### src/hdl/csr_map_pkg.sv
// CSR word map, statistics counter layout and flush timing for the stats block
package csr_map_pkg;

    // ============================================================
    // CSR region geometry
    // ============================================================

    // Region size in 64-bit words
    localparam int NUM_CSR_WORDS = 16;

    // Byte address of word 0 in host MMIO space
    localparam int CSR_BASE_ADDR = 256;

    // Index of one 64-bit word inside the region
    typedef logic [$clog2(NUM_CSR_WORDS)-1:0] t_csr_idx;

    // One full CSR word as held in memory
    typedef logic [63:0] t_csr_word;

    // ============================================================
    // Statistics counters
    // ============================================================

    // Number of event inputs
    localparam int NUM_STATS = 4;

    // Counter i is stored at word STAT_BASE_IDX + i
    localparam int STAT_BASE_IDX = 8;

    // Local accumulator width
    localparam int STAT_CNT_WIDTH = 16;

    typedef logic [STAT_CNT_WIDTH-1:0] t_stat_cnt;

    // Accumulators for all events, entry i for event i
    typedef t_stat_cnt [NUM_STATS-1:0] t_stat_cnt_vec;

    // Flush period is 2**FLUSH_INTERVAL_LOG2 cycles
    localparam int FLUSH_INTERVAL_LOG2 = 8;

endpackage

### src/hdl/mmio_pkg.sv
// Host MMIO read request and response field types
package mmio_pkg;

    // Host address in 4-byte units
    typedef logic [15:0] t_mmio_addr;

    // Transaction ID returned with each response
    localparam int MMIO_TID_WIDTH = 9;

    typedef logic [MMIO_TID_WIDTH-1:0] t_mmio_tid;

    // Read response payload
    typedef logic [63:0] t_mmio_data;

    // Host limit on unanswered reads
    localparam int MMIO_MAX_INFLIGHT = 64;

endpackage

### src/hdl/csr_read_engine.sv
// CSR word memory serving host reads and read-modify-write counter updates
`timescale 1ns/10ps

module csr_read_engine
(
    input  logic clk,
    input  logic reset,
    input  logic req_valid,
    input  csr_map_pkg::t_csr_idx req_idx,
    input  mmio_pkg::t_mmio_tid req_tid,
    input  logic upd_en,
    input  csr_map_pkg::t_stat_cnt_vec upd_counts,
    output logic req_deq,
    output logic upd_rdy,
    output logic mmio_rsp_valid,
    output mmio_pkg::t_mmio_tid mmio_rsp_tid,
    output mmio_pkg::t_mmio_data mmio_rsp_data
);

    import csr_map_pkg::*;
    import mmio_pkg::*;

    typedef enum logic [2:0]
    {
        ST_IDLE,
        ST_PROCESS,
        ST_READ,
        ST_ADD,
        ST_WRITEBACK
    } t_upd_state;

    t_upd_state upd_state;
    t_stat_cnt_vec upd_cnts;
    logic [$clog2(NUM_STATS)-1:0] stat_sel;
    t_csr_idx stat_idx;
    t_csr_word upd_sum;

    logic upd_busy;
    logic host_start;
    logic cnt_start;

    t_csr_word mem [NUM_CSR_WORDS];
    logic mem_rd_en;
    t_csr_idx mem_rd_idx;
    t_csr_word mem_rd_data;
    logic mem_wr_en;

    logic host_rd_q;
    t_mmio_tid host_tid_q;

    // ============================================================
    // Port arbitration
    // ============================================================

    // Memory port is owned by an update from its read to its writeback
    assign upd_busy = (upd_state == ST_READ) || (upd_state == ST_ADD) ||
                      (upd_state == ST_WRITEBACK);

    // Host reads go first whenever the port is free
    assign host_start = req_valid && !upd_busy;
    assign cnt_start = (upd_state == ST_PROCESS) && !req_valid;
    assign req_deq = host_start;

    assign stat_idx = t_csr_idx'(STAT_BASE_IDX) + t_csr_idx'(stat_sel);

    assign mem_rd_en = host_start || cnt_start;
    assign mem_rd_idx = host_start ? req_idx : stat_idx;
    assign mem_wr_en = (upd_state == ST_WRITEBACK);

    // ============================================================
    // Word memory
    // ============================================================

    always_ff @(posedge clk)
    begin
        if (reset)
        begin
            for (int i = 0; i < NUM_CSR_WORDS; i++)
            begin
                mem[i] <= '0;
            end
        end
        else if (mem_wr_en)
        begin
            mem[stat_idx] <= upd_sum;
        end
    end

    // Registered read port
    always_ff @(posedge clk)
    begin
        if (mem_rd_en)
        begin
            mem_rd_data <= mem[mem_rd_idx];
        end
    end

    // Host response, memory stage then output register
    always_ff @(posedge clk)
    begin
        host_rd_q <= host_start;
        host_tid_q <= req_tid;
        mmio_rsp_valid <= host_rd_q;
        mmio_rsp_tid <= host_tid_q;
        mmio_rsp_data <= mem_rd_data;

        if (reset)
        begin
            host_rd_q <= 1'b0;
            mmio_rsp_valid <= 1'b0;
        end
    end

    // ============================================================
    // Counter update FSM
    // ============================================================

    always_ff @(posedge clk)
    begin
        if (reset)
        begin
            upd_state <= ST_IDLE;
            upd_rdy <= 1'b1;
            stat_sel <= '0;
        end
        else
        begin
            case (upd_state)
                ST_IDLE:
                begin
                    if (upd_en)
                    begin
                        upd_state <= ST_PROCESS;
                        upd_rdy <= 1'b0;
                        stat_sel <= '0;
                    end
                end
                ST_PROCESS:
                begin
                    // Waits here while host reads are queued
                    if (cnt_start)
                    begin
                        upd_state <= ST_READ;
                    end
                end
                ST_READ:
                begin
                    upd_state <= ST_ADD;
                end
                ST_ADD:
                begin
                    upd_state <= ST_WRITEBACK;
                end
                ST_WRITEBACK:
                begin
                    stat_sel <= stat_sel + 1'b1;
                    if (int'(stat_sel) == NUM_STATS - 1)
                    begin
                        // Whole list written back
                        upd_state <= ST_IDLE;
                        upd_rdy <= 1'b1;
                    end
                    else
                    begin
                        upd_state <= ST_PROCESS;
                    end
                end
                default:
                begin
                    upd_state <= ST_IDLE;
                end
            endcase
        end
    end

    // Count vector shifts so entry 0 is always the counter in progress
    always_ff @(posedge clk)
    begin
        if ((upd_state == ST_IDLE) && upd_en)
        begin
            upd_cnts <= upd_counts;
        end
        else if (upd_state == ST_WRITEBACK)
        begin
            upd_cnts <= upd_cnts >> STAT_CNT_WIDTH;
        end

        // Read data sits in the port register since ST_READ
        if (upd_state == ST_ADD)
        begin
            upd_sum <= mem_rd_data + t_csr_word'(upd_cnts[0]);
        end
    end

    // An offered count vector must find the FSM idle
    assert property (@(posedge clk) disable iff (reset)
        upd_en |-> (upd_state == ST_IDLE));

endmodule

### src/hdl/csr_stats_top.sv
// Statistics counter block top joining accumulators, read queue and CSR engine
`timescale 1ns/10ps

module csr_stats_top
(
    input  logic clk,
    input  logic reset,
    input  logic mmio_rd_valid,
    input  mmio_pkg::t_mmio_addr mmio_rd_addr,
    input  mmio_pkg::t_mmio_tid mmio_rd_tid,
    input  logic [csr_map_pkg::NUM_STATS-1:0] events,
    output logic mmio_rsp_valid,
    output mmio_pkg::t_mmio_tid mmio_rsp_tid,
    output mmio_pkg::t_mmio_data mmio_rsp_data
);

    import csr_map_pkg::*;
    import mmio_pkg::*;

    // Flush handoff
    logic upd_rdy;
    logic upd_en;
    t_stat_cnt_vec upd_counts;

    // Queue head toward the engine
    logic req_valid;
    logic req_deq;
    t_csr_idx req_idx;
    t_mmio_tid req_tid;

    stat_accumulators i_stat_accumulators
    (
        .clk(clk),
        .reset(reset),
        .events(events),
        .upd_rdy(upd_rdy),
        .upd_en(upd_en),
        .upd_counts(upd_counts)
    );

    mmio_req_queue i_mmio_req_queue
    (
        .clk(clk),
        .reset(reset),
        .mmio_rd_valid(mmio_rd_valid),
        .mmio_rd_addr(mmio_rd_addr),
        .mmio_rd_tid(mmio_rd_tid),
        .req_deq(req_deq),
        .req_valid(req_valid),
        .req_idx(req_idx),
        .req_tid(req_tid)
    );

    csr_read_engine i_csr_read_engine
    (
        .clk(clk),
        .reset(reset),
        .req_valid(req_valid),
        .req_idx(req_idx),
        .req_tid(req_tid),
        .upd_en(upd_en),
        .upd_counts(upd_counts),
        .req_deq(req_deq),
        .upd_rdy(upd_rdy),
        .mmio_rsp_valid(mmio_rsp_valid),
        .mmio_rsp_tid(mmio_rsp_tid),
        .mmio_rsp_data(mmio_rsp_data)
    );

endmodule

### src/hdl/mmio_req_queue.sv
// Host read request queue with CSR range filter and word index conversion
`timescale 1ns/10ps

module mmio_req_queue
#(
    parameter int DEPTH = mmio_pkg::MMIO_MAX_INFLIGHT
)
(
    input  logic clk,
    input  logic reset,
    input  logic mmio_rd_valid,
    input  mmio_pkg::t_mmio_addr mmio_rd_addr,
    input  mmio_pkg::t_mmio_tid mmio_rd_tid,
    input  logic req_deq,
    output logic req_valid,
    output csr_map_pkg::t_csr_idx req_idx,
    output mmio_pkg::t_mmio_tid req_tid
);

    import csr_map_pkg::*;
    import mmio_pkg::*;

    localparam int PTR_W = $clog2(DEPTH);
    localparam int CNT_W = $clog2(DEPTH + 1);

    // Region bounds in 4-byte units
    localparam t_mmio_addr ADDR_FIRST = t_mmio_addr'(CSR_BASE_ADDR / 4);
    localparam t_mmio_addr ADDR_LAST = t_mmio_addr'((CSR_BASE_ADDR + NUM_CSR_WORDS * 8) / 4);

    // ============================================================
    // Input register and range filter
    // ============================================================

    logic rd_valid_q;
    t_mmio_addr rd_addr_q;
    t_mmio_tid rd_tid_q;

    always_ff @(posedge clk)
    begin
        rd_valid_q <= mmio_rd_valid;
        rd_addr_q <= mmio_rd_addr;
        rd_tid_q <= mmio_rd_tid;

        if (reset)
        begin
            rd_valid_q <= 1'b0;
        end
    end

    logic in_range;
    t_mmio_addr addr_off;

    assign in_range = (rd_addr_q >= ADDR_FIRST) && (rd_addr_q < ADDR_LAST);
    assign addr_off = rd_addr_q - ADDR_FIRST;

    // Enqueue stage
    logic enq_en;
    t_csr_idx enq_idx;
    t_mmio_tid enq_tid;

    always_ff @(posedge clk)
    begin
        // Out-of-range reads are dropped here
        enq_en <= rd_valid_q && in_range;
        // Two 4-byte units per 64-bit word
        enq_idx <= addr_off[1 +: $bits(t_csr_idx)];
        enq_tid <= rd_tid_q;

        if (reset)
        begin
            enq_en <= 1'b0;
        end
    end

    // ============================================================
    // Circular buffer behind a registered head
    // ============================================================

    t_csr_idx mem_idx [DEPTH];
    t_mmio_tid mem_tid [DEPTH];
    logic [PTR_W-1:0] wr_ptr;
    logic [PTR_W-1:0] rd_ptr;
    logic [CNT_W-1:0] mem_cnt;
    logic mem_empty;
    logic head_load;
    logic mem_wr;
    logic mem_rd;
    logic full;

    assign mem_empty = (mem_cnt == '0);

    // Head register refills when empty or popped
    assign head_load = !req_valid || req_deq;

    // New entry skips the buffer when it goes straight to the head
    assign mem_wr = enq_en && !(head_load && mem_empty);
    assign mem_rd = req_deq && !mem_empty;

    // Occupancy counts the head too
    assign full = (mem_cnt + CNT_W'(req_valid)) == CNT_W'(DEPTH);

    always_ff @(posedge clk)
    begin
        if (mem_wr)
        begin
            mem_idx[wr_ptr] <= enq_idx;
            mem_tid[wr_ptr] <= enq_tid;
        end
    end

    always_ff @(posedge clk)
    begin
        if (reset)
        begin
            wr_ptr <= '0;
            rd_ptr <= '0;
            mem_cnt <= '0;
            req_valid <= 1'b0;
        end
        else
        begin
            if (mem_wr)
            begin
                wr_ptr <= wr_ptr + 1'b1;
            end

            if (mem_rd)
            begin
                rd_ptr <= rd_ptr + 1'b1;
            end

            mem_cnt <= mem_cnt + CNT_W'(mem_wr) - CNT_W'(mem_rd);

            if (head_load)
            begin
                req_valid <= enq_en || !mem_empty;
            end
        end
    end

    // Oldest stored entry wins over the incoming one
    always_ff @(posedge clk)
    begin
        if (head_load)
        begin
            req_idx <= mem_empty ? enq_idx : mem_idx[rd_ptr];
            req_tid <= mem_empty ? enq_tid : mem_tid[rd_ptr];
        end
    end

    // Host must stay within its outstanding read limit
    assert property (@(posedge clk) disable iff (reset) enq_en |-> !full);

    // Engine pops only a waiting request
    assert property (@(posedge clk) disable iff (reset) req_deq |-> req_valid);

endmodule

### src/hdl/stat_accumulators.sv
// Per-event accumulators with a periodic flush of their counts toward the CSR counters
`timescale 1ns/10ps

module stat_accumulators
(
    input  logic clk,
    input  logic reset,
    input  logic [csr_map_pkg::NUM_STATS-1:0] events,
    input  logic upd_rdy,
    output logic upd_en,
    output csr_map_pkg::t_stat_cnt_vec upd_counts
);

    import csr_map_pkg::*;

    // ============================================================
    // Flush timer
    // ============================================================

    // Top bit set means the interval has run out
    logic [FLUSH_INTERVAL_LOG2:0] flush_timer;
    logic flush_due;

    assign flush_due = flush_timer[FLUSH_INTERVAL_LOG2];

    // Hand over the counts as soon as the engine is idle
    assign upd_en = flush_due && upd_rdy;

    always_ff @(posedge clk)
    begin
        if (reset)
        begin
            flush_timer <= '0;
        end
        else if (upd_en)
        begin
            // Next interval starts with the flush
            flush_timer <= '0;
        end
        else if (!flush_due)
        begin
            // Hold at expiry while an update list is still running
            flush_timer <= flush_timer + 1'b1;
        end
    end

    // ============================================================
    // Event accumulators
    // ============================================================

    logic [NUM_STATS-1:0] events_q;
    t_stat_cnt_vec acc;

    always_ff @(posedge clk)
    begin
        if (reset)
        begin
            events_q <= '0;
            acc <= '0;
        end
        else
        begin
            // Events are registered before the add for timing
            events_q <= events;

            for (int i = 0; i < NUM_STATS; i++)
            begin
                // On a flush the old sum leaves on upd_counts
                // and the registered event seeds the new one
                acc[i] <= (upd_en ? t_stat_cnt'(0) : acc[i]) + t_stat_cnt'(events_q[i]);
            end
        end
    end

    assign upd_counts = acc;

    // Counts are only offered to an idle engine, which then takes them
    assert property (@(posedge clk) disable iff (reset)
        upd_en |-> upd_rdy ##1 !upd_rdy);

endmodule

### config.mk
export PLATFORM = sky130hd
export DESIGN_NAME = csr_stats_top
export DESIGN_NICKNAME = d
export VERILOG_FILES = /design/src/hdl/csr_map_pkg.sv /design/src/hdl/mmio_pkg.sv /design/src/hdl/csr_read_engine.sv /design/src/hdl/csr_stats_top.sv /design/src/hdl/mmio_req_queue.sv /design/src/hdl/stat_accumulators.sv
export SDC_FILE = /design/constraint.sdc
export NUM_CORES = 2
export LEC_CHECK = 0
export ABC_AREA = 1
export ABC_CLOCK_PERIOD_IN_PS = 6440
export BUFFER_PORTS_ARGS = -buffer_cell sky130_fd_sc_hd__buf_2
export CAP_MARGIN = 30
export CORE_MARGIN = 2
export CORE_UTILIZATION = 63
export DETAILED_ROUTE_END_ITERATION = 10
export GPL_ROUTABILITY_DRIVEN = 0
export PLACE_DENSITY_LB_ADDON = 0.15
export SYNTH_ARGS = -nofsm -noshare
export SYNTH_HDL_FRONTEND = slang
export SYNTH_HIERARCHICAL = 1
export SYNTH_SLANG_ARGS = --single-unit
### constraint.sdc
create_clock -name clk -period 6.44 [get_ports clk]
set_input_delay 0.644 -clock clk [delete_from_list [all_inputs] [get_ports clk]]
set_output_delay 0.644 -clock clk [all_outputs]
set_load 0.1 [all_outputs]
==> impl_metrics.json <==
{
  "status": "finished, final reports clean",
  "max-cap-violations": 0,
  "slowest_stage": "nor2_1",
  "crit_type": "flop to flop",
  "crit_fanout": 15,
  "avgViaCountPerCell": 5.728,
  "post-route-period-util_pct": 63.66,
  "cts_inserted_buffers": 151,
  "antenna_found_initial": 3,
  "critPathBufInv": 5,
  "fmax_mhz": 243.9,
  "synth_warnings": 6,
  "die_w_microns": 324.4,
  "grt_pass1_wl_microns": 238900,
  "routed_wl_microns": 155100,
  "path_common_cell": "inv_1",
  "start_util_pct": 63.58,
  "grt_pass1_vias": 43140,
  "core_sq_um": 101700,
  "finish.instance_area_sq_um": 71470,
  "grt_overflow": 0,
  "synth_nets": 6342,
  "synth_top_area_share_pct": 60.02,
  "hold_violations": 0,
  "fp-row-count": 117,
  "yosysMostFrequentCell": "nand2_1",
  "final_nets": 6447,
  "netlist_area_sq_um": 64690,
  "ant_nets": 0,
  "dr.pass1.iters": 8,
  "drt-initial-drc-count": 5431,
  "area_growth_pct": 10.49,
  "place_area_sq_um": 66460,
  "drcViolationCount": 0,
  "cts.htree.levels": 4,
  "crit_chain": "inv_1 > ha_1 > inv_1 > nor2_1 > nand3_2 > inv_1 > nand2_1 > nand2_1 > inv_2 > nand4_1 > nor2_1 > buf_4",
  "vias": 45070,
  "cp-end-kind": "flop",
  "synthTopCellsByArea": "edfxtp_1 (60%), nand2_1 (11%), nand3_1 (7.6%), dfxtp_1 (7.2%), inv_1 (3.5%)",
  "wl_per_cell_microns": 19.71,
  "antenna_cells": 0,
  "grt_max_degree": 210,
  "p_leak_nw": 28.24,
  "setup_violations": 0,
  "dp_hpwl_microns": 88020,
  "slew_headroom_pct": 28.00,
  "synth_largest_area_cell": "edfxtp_1",
  "ys.flop_type": "edfxtp_1",
  "cts_tree": "built",
  "fillers": 7121,
  "clkSinkCount": 1525,
  "pin_count": 106,
  "cp_data_arrival_time_ns": 4.56,
  "cts_setup_buffers": 0,
  "io_buffers": 104,
  "p_per_area_nw_per_um2": 373.2,
  "tns_ns": 0,
  "synthTopCellsByCount": "nand2_1 (1,863), edfxtp_1 (1,293), nand3_1 (988)",
  "rsz0062_at_grt": "no",
  "syn_inst": 6266,
  "ys_ff_latch": 1525,
  "cp.required_ns": 6.90,
  "worstSkewPairLatency_ns": 0.77,
  "synth_seq_area_share_pct": 67.20,
  "critPathMaxStageDelay_ns": 0.82,
  "crit_path_start_kind": "flop",
  "async_reset_ff_share_pct": 0,
  "cts_hold_buf": 24,
  "synth_edf_count": 1293,
  "worst_hold_path_type": "input port to flop",
  "critPathTopFamily": "simple AND/OR/NAND/NOR gates",
  "cts_root_buf": "clkbuf_16",
  "grt_util_all_layers_pct": 29.29,
  "clk_pin_slew_ns": 0.06,
  "cts_resized": 0,
  "synth_cell_type_count": 49,
  "slew_violations": 0,
  "syn_area_per_cell_sq_um": 10.32,
  "clock-skew-final_ns": 0.02752,
  "fin_crit_ns": 4.100,
  "ir_drop_mv": 0.4192,
  "worst_pin_slew_ns": 1.080,
  "cts_buffer_depth": 3,
  "drive_above_1_share_pct": 8.800,
  "design.die.area_sq_um": 105300,
  "dieHeight_microns": 324.4
}
## registers in the layout (all words and copies together) (netlist names), 15 cells and up, named ones only
register,flops
i_mmio_req_queue/mem_tid,576
i_mmio_req_queue/rd_addr_q,15
i_csr_read_engine/mem_rd_data,64
i_csr_read_engine/mem,256
i_csr_read_engine/upd_sum,64
i_csr_read_engine/upd_cnts,64
i_stat_accumulators/upd_counts,64
i_mmio_req_queue/mem_idx,256
i_csr_read_engine/mmio_rsp_data,64
## final timing paths
kind,cells past startpoint,from,endpoint,slack (ns)
worst max register to register,12,i_mmio_req_queue/mem_cnt[4],i_mmio_req_queue/mem_idx[42][0],2.34
worst min register to register,0,i_mmio_req_queue/rd_tid_q[1],i_mmio_req_queue/enq_tid[1],0.32
worst max-delay path,12,i_mmio_req_queue/mem_cnt[4],i_mmio_req_queue/mem_idx[42][0],2.34
worst min-delay path,3,events[3],i_stat_accumulators/events_q[3],0.1
## worst min-delay path, stage by stage
cell	delay (ns)
buf_2	0.10
inv_1	0.04
nor2_1	0.03
## layout make-up
cell class,instances,area [sq um],share of cell area [%]
clock buffers,225,4398,6.153
clock inverters,57,356.6,0.4989
flip-flops and latches,1525,43500,60.86
repair buffers,241,1863,2.607
multi-input cells,3842,17340,24.26
well taps,1368,1712,2.395
inverters,610,2303,3.223
## through the flow
stage	utilization [%]	std cells	worst slack (ns)	hold slack [ns]	power, mW
floorplan	-	6266	0.6263	0.3096	16.80
global placement	64.89	7527	2.235	0.3108	18.25
detailed placement	65.32	7561	2.419	0.3120	18.37
CTS	70.23	7867	2.430	0.04198	26.70
global route	70.25	7868	2.234	0.08430	27.74
finish	70.25	7868	2.340	0.09966	26.67
## cell usage in the layout (no fill, tap or decap), types with 42 or more instances in the layout
master / instances
nand3_1: 988
o21ai_0: 44
inv_1: 596
dfxtp_1: 215
ha_1: 42
clkbuf_16: 160
a21oi_1: 100
nand2_1: 1855
buf_2: 104
clkbuf_1: 50
buf_4: 80
edfxtp_1: 1293
nor2_1: 551
## per-layer routing
| layer | global-route usage (%) | share of wire [%] |
|---|---|---|
| met5 | 0 | 0.018 |
| met3 | 5.154 | 9.7 |
| met4 | 10.93 | 3.2 |
| met1 | 41.18 | 41 |
| met2 | 46.14 | 47 |
## report_power, final
part	total, mW	switching, mW	internal [mW]
clock	8.37	3.59	4.78
sequential	12.0	0.583	11.4
combinational	6.31	4.84	1.47
total	26.7	9.02	17.7
## cell families after synthesis
| group | Yosys count | synth area share, % |
|---|---|---|
| xor+xnor | 28 | 0.3791 |
| compound gates | 193 | 1.743 |
| flops | 1525 | 67.20 |
| fa+ha+maj | 44 | 0.8743 |
| buf+inv | 899 | 6.141 |
| simple gates | 3577 | 23.66 |
No activity file was read; power rests on OpenSTA's default activity.
